--- src/loop_counter.sv ---
// k fastest, then col, then row; wraps to zero after the last step of a matrix
`timescale 1ns/1ps

module loop_counter (
	input logic clk,
	input logic reset,
	input logic en,
	input logic clear,
	output logic [1:0] row,
	output logic [1:0] col,
	output logic [1:0] k,
	output logic entry_end,
	output logic last_step
);

	assign entry_end = (k == 2'd2);
	assign last_step = entry_end && (col == 2'd3) && (row == 2'd2);

	always_ff @(posedge clk) begin
		if (reset || clear) begin
			row <= '0;
			col <= '0;
			k <= '0;
		end else if (en) begin
			if (k == 2'd2) begin
				k <= '0;
				if (col == 2'd3) begin
					col <= '0;
					row <= (row == 2'd2) ? 2'd0 : row + 2'd1;
				end else begin
					col <= col + 2'd1;
				end
			end else begin
				k <= k + 2'd1;
			end
		end
	end

endmodule

--- config.mk ---
export PLATFORM = sky130hd
export DESIGN_NAME = loop_counter
export DESIGN_NICKNAME = d
export VERILOG_FILES = /design/src/loop_counter.sv
export SDC_FILE = /design/constraint.sdc
export NUM_CORES = 1
export LEC_CHECK = 0
export BUFFER_PORTS_ARGS = -buffer_cell sky130_fd_sc_hd__buf_2
export CAP_MARGIN = 20
export CORE_AREA = 3 3 40 42
export CTS_CLUSTER_DIAMETER = 50
export DETAILED_ROUTE_END_ITERATION = 8
export DIE_AREA = 0 0 43 45
export PLACE_DENSITY = 0.48
export SYNTH_ARGS = -nofsm -noshare
export SYNTH_HDL_FRONTEND = slang
export SYNTH_SLANG_ARGS = --single-unit
--- constraint.sdc ---
create_clock -name clk -period 1.4 [get_ports clk]
set_input_delay 0.42 -clock clk [delete_from_list [all_inputs] [get_ports clk]]
set_output_delay 0.42 -clock clk [all_outputs]
set_load 0.01 [all_outputs]
Yosys cells after proc, flatten, opt, wreduce, memory -nomap -nowiden
Index checks and enable logic that the tools add are counted.
- logic and storage cells: 17
- flip-flop bits (word level): 6
- output and inout port bits: 8
- bits of input ports: 4
- muxes and demuxes: 3
- add/sub/neg operators: 3
- reductions and logical operators: 5
- equal/unequal tests: 3
- operators with widths (kind ; count):
    2-bit by 1-bit adder with 2-bit output, second input constant ; 3
    2-bit == test, second input constant ; 3
    2-bit two-way mux ; 3
    3-bit AND reduction ; 1
    1-bit logical AND ; 2
    2-bit AND reduction ; 1
    1-bit logical OR ; 1

Longest topological paths before layout
Gate-level depths: netlist of run 1.
- depth after elaboration: 3
- mapped depth: 3
- depth with buffers taken out: 3

Worst setup path before layout of run 1
OpenSTA, ideal clock, no wires.
- kind: register -> output
- start point: register k[1]
- end point: output port last_step
- setup slack: 0.031 ns
- arrival: 0.949 ns
- buffers on the path: 0
- cell stages (with the launch flop): 3
- path through: dfxtp_1 nor2b_1 and4b_1
- longest elaborated chain between the ends: 3
- RTL lines (item ; RTL line ; source):
    start: declaration ; 11 ; output logic [1:0] k,
    start signal: assignment ; 34 ; k <= k + 2'd1;
    2-bit == test ; 16 ; assign entry_end = (k == 2'd2);
    via entry_end ; 12 ; output logic entry_end,
    1-bit logical AND (2 in a row) ; 17 ; assign last_step = entry_end && (col == 2'd3) && (row == 2'd2);
    end: declaration ; 13 ; output logic last_step
The timed path passes the listed nets, and every way through them passes these cells.

Worst setup path in the final report of run 1
- start point: register col[0]
- end point: output port last_step
- longest elaborated chain between the ends: 3
- RTL lines (item ; RTL line ; source):
    start: declaration ; 10 ; output logic [1:0] col,
    start signal: assignment ; 31 ; col <= col + 2'd1;
    2-bit == test ; 17 ;
    1-bit logical AND (2 in a row) ; 17 ;
Every way passes these cells.

==> qor_table.md, run 1 <==
| Stage | Quantity | Value |
|:---|:---|:---|
| run status | Status | finished, violations left |
| run status | Violations in the final reports | setup timing |
| clocking | TritonCTS clock tree | yes |
| sta | Final hold violation count | 0 |
| sta | Final critical-path setup slack | -0.0429 ns |
| setup path | Peak per-stage delay on the critical path | 0.34 ns |
| placed design | Final estimated routing congestion in global placement | 0.701 |
| logic synthesis | Nets in the synthesized netlist | 36 |
| detailed routing | Wire length reported by the detailed router | 713 um |
| cells and area | Area Growth Syn to Fin | 38.8% |
| clocking | Latest clock arrival within the worst-skew pair | 0.24 ns |
| detailed routing | Iteration-0 DRC count of the detailed router | 2 |
| detailed routing | Detailed-route wire length per cell | 11.7 um |
| logic synthesis | Register area share after synthesis | 35.2% |
| floorplan | Initial standard-cell utilization of the core | 26.6% |
| sta | Final setup skew | 0.00540 ns |
| global route | Global-route wire length before repair | 1.23 mm |
| clocking | Root buffer cell | sky130_fd_sc_hd__clkbuf_4 |
| setup path | Number of cells on the worst reg-to-reg path | 4 |
| pwr | Peak VDD IR | 532 uV |
| logic synthesis | Register bit total from synthesis | 6 |
| cells and area | Share of cells above drive strength 1 | 56.5% |
| placed design | Worst slack, placed | 0.0819 ns |
| detailed routing | Via density per instance | 4.74 |
| pwr | Power per cell area | 750 mW/mm2 |
| floorplan | Height of the die | 45 um |
| detailed routing | Routed via count | 289 |
| clocking | Total number of clock tree sinks | 6 |
| global route | Initial antenna violation count | 0 |
| setup path | Biggest fanout along the worst timing path | 2 |
| setup path | Worst R2R Start | col[0] |
| floorplan | Horizontal die dimension | 43 um |
| floorplan | I/O pin total | 12 |
| clocking | Inserted Clock Buffers | 3 |
| setup path | Slowest-stage cell, CP | sky130_fd_sc_hd__dfxtp_4 |
| cells and area | Post-route insts no fill | 61 |
| setup path | Reg2reg end | row[1] |
| hold path | Hold EP | k[0] |
| setup path | Data required time of the critical path | 0.98 ns |
| detailed routing | # DRC | 0 |
| clocking | H-tree lvl count | 1 |
| logic synthesis | Distinct cell type count after synthesis | 18 |
| sta | Worst-case hold slack | 0.473 ns |
| setup path | Dominant delay contributor by cell family on the critical path | flip-flops |
| sta | Shortest period the worst path allows | 1.44 ns |
| detailed routing | Pre-Repair DR Iteration Count | 2 |
| placed design | Number of port buffers | 11 |
| detailed routing | DRT antenna net count | 0 |
| pwr | Leakage | 0.212 nW |
| setup path | FF-to-FF setup slack | 0.13 ns |
| floorplan | Area of the placeable core | 0.00128 mm2 |
| cells and area | Antenna diodes | 0 |
| sta | Setup-violating endpoint count in the final report | 1 |
| floorplan | Placement Rows | 13 |
| floorplan | Area enclosed by the die boundary | 0.00194 mm2 |
| global route | Vias in the first global route | 273 |
| sta | Share of the cycle needed by the critical path after routing | 103% |
| placed design | Hpwl dp | 528 um |
| logic synthesis | Total of warnings raised by yosys | 0 |
| setup path | Crit path buf inv count | 1 |
| sta | Final Max Tran Viols | 0 |
| clocking | CTS hold repair buffers | 0 |
| setup path | Crit path kind | reg -> out |
| placed design | DP Cell Count | 55 |
| pwr | Overall power | 0.356 mW |
| setup path | Critical path, cell by cell | ha_4 > and4b_1 > buf_2 |
| hold path | Hold Crit Depth | 2 |
| job | Max-Cap Viols | 0 |
| logic synthesis | Per-instance average area after synthesis | 11.0 um2 |
| sta | Max-slew headroom | 81.8% |
| clocking | Bufs on Longest Clock Path | 2 |
| global route | Maximum number of pins on one net before global-route repair | 11 |
| sta | Measured slew at the worst slew-check pin | 0.269 ns |
| hold path | Origin of the worst min-delay path | reset |
| sta | Fmax | 693 MHz |
| hold path | Worst min-delay path category | in -> reg |
| logic synthesis | Number of instances in the synthesized netlist | 31 |
| sta | RSZ-0062 raised after global routing | true |
| cells and area | Total number of nets in the final design | 53 |
| setup path | Worst path depth | 3 |
| clocking | Clock-pin slew reported for the worst setup and hold paths after clock tree synthesis | 0.04 ns |
| setup path | Endpoint class of the critical path | output pin |
| logic synthesis | Area of the mapped netlist | 342 um2 |
| setup path | Kind of launch point of the worst setup path | flop |
| setup path | Signal arrival time at the worst endpoint | 1.02 ns |
| global route | Grt ovf | 0 |
| global route | Total GRT Usage | 9.02% |
repair_timing:
item	CTS	global route
buffers inserted	3	0
pin swaps	1	1
gates resized for setup	10	1
endpoints found under the setup margin	2	1
worst max path at each step:
stage | from | to | slack, ns
finish | col[0] | last_step | -0.04
global route | col[1] | last_step | -0.09
CTS | col[0] | last_step | -0.05
detailed placement | k[1] | last_step | 0.08
global placement | k[1] | last_step | 0.09
floorplan | k[1] | last_step | 0.03
per-stage QoR:
step	cell area [um2]	TNS, ns	utilization [%]
floorplan	342	0	-
global placement	397	0	30.9
detailed placement	397	0	30.9
CTS	472	-0.0522	36.7
global route	474	-0.0888	36.9
finish	474	-0.0429	36.9
synthesized netlist by cell type:
cell | n | area (um2)
sky130_fd_sc_hd__a211oi_1 | 1 | 7.51
sky130_fd_sc_hd__a211oi_2 | 1 | 12.5
sky130_fd_sc_hd__and3b_1 | 1 | 8.76
sky130_fd_sc_hd__and4b_1 | 2 | 20.0
sky130_fd_sc_hd__buf_4 | 1 | 7.51
sky130_fd_sc_hd__buf_6 | 1 | 11.3
sky130_fd_sc_hd__dfxtp_1 | 6 | 120
sky130_fd_sc_hd__ha_1 | 1 | 12.5
sky130_fd_sc_hd__mux2_1 | 3 | 33.8
sky130_fd_sc_hd__mux2_2 | 1 | 11.3
sky130_fd_sc_hd__nand2b_1 | 1 | 6.26
sky130_fd_sc_hd__nand3b_1 | 1 | 7.51
sky130_fd_sc_hd__nor2b_1 | 1 | 6.26
sky130_fd_sc_hd__nor3b_1 | 5 | 37.5
sky130_fd_sc_hd__nor4_1 | 2 | 12.5
sky130_fd_sc_hd__nor4b_1 | 1 | 8.76
sky130_fd_sc_hd__or2b_2 | 1 | 8.76
sky130_fd_sc_hd__or3b_1 | 1 | 8.76
registers in the layout (all words and copies together), names as in the netlist:
register  count
k             2
row           2
col           2
layout by cell type, fill, tap and decap left out:
cell type,netlist,routed
sky130_fd_sc_hd__buf_2,0,11
sky130_fd_sc_hd__nor3b_1,5,5
sky130_fd_sc_hd__mux2_1,3,3
sky130_fd_sc_hd__clkbuf_4,0,3
sky130_fd_sc_hd__dfxtp_4,0,3
sky130_fd_sc_hd__buf_4,1,3
sky130_fd_sc_hd__and4b_1,2,2
sky130_fd_sc_hd__nor4_1,2,2
sky130_fd_sc_hd__dfxtp_1,6,2
sky130_fd_sc_hd__nor2b_4,0,1
sky130_fd_sc_hd__and3b_1,1,1
sky130_fd_sc_hd__nand2b_1,1,1
sky130_fd_sc_hd__nand3b_1,1,1
sky130_fd_sc_hd__a211oi_1,1,1
sky130_fd_sc_hd__or2b_2,1,1
sky130_fd_sc_hd__or3b_1,1,1
sky130_fd_sc_hd__a211oi_2,1,1
sky130_fd_sc_hd__mux2_2,1,1
sky130_fd_sc_hd__nor4b_1,1,1
sky130_fd_sc_hd__ha_4,0,1
sky130_fd_sc_hd__dfxtp_2,0,1
power breakdown:
part / internal, mW / switching, mW
Clock: 0.0969 / 0.0613
Sequential: 0.168 / 0.00273
Combinational: 0.0113 / 0.0152
per-layer routing:
metal | part of all wire, % | vias up | track usage (%)
met2 | 49 | 7 | 13.5
met3 | 7.6 | 0 | 7.57
met1 | 43 | 133 | 9.25
li1 | - | 149 | -
met4 | 0 | 0 | 3.61
met5 | 0 | - | 0
layout make-up:
cell class	instances	area (um2)
fill	131	811
multi-input combinational	23	223
sequential	6	133
timing repair buffer	14	77.6
clock buffer	3	22.5
tap	15	18.8
logic make-up after synthesis:
logic type / after synthesis / synth area share, %
muxes: 4 / 13.2
adders and majority gates: 1 / 3.66
buffers and inverters: 2 / 5.50
and+or+nand+nor: 16 / 36.6
AOI/OAI and AO/OA: 2 / 5.86
DFF: 6 / 35.2
(Power assumes the default switching activity.)
==> inputs of run 2 (changes only) <==
HOLD_SLACK_MARGIN = 0.06   (was default)
PLACE_DENSITY = default   (was 0.48)
clock period = 1.6 ns   (was 1.4 ns; I/O delays follow)
==> run 2 against run 1 <==
Effect of this change:
- the run now ends clean
- final area fell by 9.8%
- global-route usage fell by 1.4 points
- clock-buffer cell count did not move
- sequential power fell by 9.9%
- clock skew fell by 0.0040 ns
- critical endpoint unchanged
- critical path depth did not move
- die area did not move
- total power fell by 13%
==> qor_table.md, run 2 (synthesis gave the netlist of run 1 again) <==
| Stage | Quantity | Value | Delta |
|:---|:---|:---|:---|
| detailed routing | Wire length reported by the detailed router | 660 um | -7.4% |
| sta | Fmax | 649 MHz |  |
| setup path | Endpoint class of the critical path | output pin |  |
| floorplan | I/O pin total | 12 | unchanged |
| pwr | Sequential fraction of design power | 49.8% | +1.8 points |
| sta | Final Max Tran Viols | 0 | unchanged |
| clocking | Bufs on Longest Clock Path | 2 | unchanged |
| cells and area | Area used by multi-input combinational logic | 208 um2 | -6.7% |
| setup path | Peak per-stage delay on the critical path | 0.34 ns | about the same |
| floorplan | Area enclosed by the die boundary | 0.00194 mm2 | unchanged |
| pwr | Combinational cell fraction of total power | 7.2% | -0.3 points |
| pwr | Peak VDD IR | 262 uV | -51% |
| floorplan | Height of the die | 45 um | unchanged |
| clocking | H-tree lvl count | 1 | unchanged |
| floorplan | Initial standard-cell utilization of the core | 26.6% | unchanged |
| cells and area | Leading registers by flop count | col (2), k (2), row (2) |  |
| clocking | TritonCTS clock tree | yes |  |
| detailed routing | Pre-Repair DR Iteration Count | 2 | unchanged |
| placed design | Final estimated routing congestion in global placement | 0.616 | -12% |
| clocking | Latest clock arrival within the worst-skew pair | 0.24 ns | about the same |
| global route | Met2 global-route usage | 9.88% | -3.6 points |
| run status | Status | completed |  |
| global route | Maximum number of pins on one net before global-route repair | 11 | unchanged |
| pwr | Switching Fraction | 20.7% | -1.6 points |
| sta | Setup-violating endpoint count in the final report | 0 | -1 |
| global route | Initial antenna violation count | 0 | unchanged |
| sta | Max-slew headroom | 84.8% | +3.0 points |
| cells and area | Sequential standard cell area | 124 um2 | -6.6% |
| cells and area | Layout fillers | 134 | +2.3% |
| global route | GRT busiest layer | met2 |  |
| clocking | Root buffer cell | sky130_fd_sc_hd__clkbuf_4 |  |
| cells and area | Most frequent standard cell in the layout excluding fill and tap cells | sky130_fd_sc_hd__buf_2 |  |
| cells and area | Share of cells above drive strength 1 | 51.2% | -5.4 points |
| clocking | Clock-pin slew reported for the worst setup and hold paths after clock tree synthesis | 0.04 ns | about the same |
| setup path | Biggest fanout along the worst timing path | 4 | +2 |
| sta | Final setup skew | 0.00140 ns | -0.00401 ns |
| job | Max-Cap Viols | 0 | unchanged |
| pwr | Sw power | 0.0639 mW | -19% |
| global route | Global routing met3 resource utilization | 4.38% | -3.2 points |
| global route | Grt ovf | 0 | unchanged |
| floorplan | Area of the placeable core | 0.00128 mm2 | unchanged |
| pwr | Clock Power Share | 43.0% | -1.5 points |
| detailed routing | Iteration-0 DRC count of the detailed router | 3 | +1 |
| setup path | Crit path kind | reg -> out |  |
| global route | Global-route wire length before repair | 1.06 mm | -14% |
| setup path | Slowest-stage cell, CP | sky130_fd_sc_hd__dfxtp_2 |  |
| cells and area | Area Growth Syn to Fin | 25.3% |  |
| pwr | Overall power | 0.309 mW | -13% |
| setup path | Data required time of the critical path | 1.12 ns | +0.14 ns |
| placed design | Number of port buffers | 11 | unchanged |
| global route | Vias in the first global route | 250 | -8.4% |
| clocking | Postcts setup bufs | 0 | -3 |
| sta | Shortest period the worst path allows | 1.54 ns |  |
| floorplan | Horizontal die dimension | 43 um | unchanged |
| sta | Share of the cycle needed by the critical path after routing | 96.3% |  |
| pwr | Leakage | 0.194 nW | -8.5% |
| setup path | Dominant delay contributor by cell family on the critical path | flip-flops |  |
| setup path | Critical path, cell by cell | ha_2 > and4b_1 > buf_2 |  |
| detailed routing | DRT antenna net count | 0 | unchanged |
| floorplan | Placement Rows | 13 | unchanged |
| global route | Met1 track demand over resource in global routing | 9.42% | +0.17 points |
| setup path | Signal arrival time at the worst endpoint | 1.06 ns | +0.04 ns |
| clocking | Total number of clock tree sinks | 6 | unchanged |
| hold path | Worst min-delay path category | reg -> reg |  |
| detailed routing | # DRC | 0 | unchanged |
| sta | Worst-case hold slack | 0.511 ns | +0.0386 ns |
| global route | Total GRT Usage | 7.67% | -1.4 points |
| cells and area | Commonest cells after routing, fill and taps aside | sky130_fd_sc_hd__buf_2 (11), sky130_fd_sc_hd__nor3b_1 (5) |  |
| pwr | Internal | 0.245 mW | -11% |
| clocking | Inserted Clock Buffers | 3 | unchanged |
| cells and area | Total number of nets in the final design | 50 | -5.7% |
| sta | Final hold violation count | 0 | unchanged |
| cells and area | Antenna diodes | 0 | unchanged |
| pwr | Power per cell area | 723 mW/mm2 | -3.6% |
| detailed routing | Routed via count | 287 | -0.69% |
| setup path | Kind of launch point of the worst setup path | flop |  |
| sta | Measured slew at the worst slew-check pin | 0.225 ns | -0.0437 ns |
| detailed routing | Via density per instance | 4.95 | +4.4% |
| setup path | Crit path buf inv count | 1 | unchanged |
| detailed routing | Detailed-route wire length per cell | 11.4 um | -2.6% |
[run 2: cell count changes in the layout (fill, tap and decap cells not counted)]
cell and delta:
sky130_fd_sc_hd__buf_4 -3, sky130_fd_sc_hd__dfxtp_1 +1, sky130_fd_sc_hd__dfxtp_2 +2, sky130_fd_sc_hd__dfxtp_4 -3, sky130_fd_sc_hd__ha_2 +1, sky130_fd_sc_hd__ha_4 -1, sky130_fd_sc_hd__nor2b_2 +1, sky130_fd_sc_hd__nor2b_4 -1
[run 2: power groups by stage]
| stage | sequential (mW) | combinational, mW | clock, mW |
|---|---|---|---|
| final | 0.154 | 0.0222 | 0.133 |
| after global routing | 0.154 | 0.0241 | 0.148 |
| after CTS | 0.154 | 0.0223 | 0.141 |
| after detailed placement | 0.156 | 0.0221 | 0 |
| after global placement | 0.156 | 0.0224 | 0 |
| after floorplan | 0.157 | 0.0170 | 0 |
[run 2: layer usage]
metal	part of all wire [%]	vias to the layer above	routed length [um]
met3	8.3	0	55
li1	-	145	-
met1	51	134	337
met4	0	0	0
met5	0	-	0
met2	40	8	267
[run 2: final cells by class]
type	count	share of cell area (%)
multi-input combinational	23	48.5
tap	15	4.39
clock buffer	3	5.26
sequential	6	28.9
timing repair buffer	11	12.9
[run 2: repair_timing]
action                     CTS  global route
resized for setup            1             4
cloned                       0             0
pin swaps                    0             0
hold buffers                 0             0
setup endpoints to repair    1             1
[run 2: path summary, 6_finish.rpt]
check	from	to	slack (ns)	cells after the start
worst max-delay path	col[0]	last_step	0.06	3
worst min-delay path	k[1]	k[1]	0.51	2
worst max register to register	col[0]	row[1]	0.37	3
worst min register to register	k[1]	k[1]	0.51	2
[run 2: worst register-to-register path: stages, from the launching register on]
cell and delay (ns):
sky130_fd_sc_hd__dfxtp_2 0.34, sky130_fd_sc_hd__ha_2 0.19, sky130_fd_sc_hd__and4b_1 0.24, sky130_fd_sc_hd__mux2_1 0.34
[run 2: through the flow]
step | setup WS [ns] | cells | area, um2 | utilization, % | setup TNS, ns
floorplan | 0.171 | 31 | 342 | - | 0
global placement | 0.259 | 55 | 397 | 30.9 | 0
detailed placement | 0.257 | 55 | 397 | 30.9 | 0
CTS | 0.00362 | 58 | 420 | 32.7 | 0
global route | -0.00867 | 58 | 428 | 33.3 | -0.00867
finish | 0.0585 | 58 | 428 | 33.3 | 0
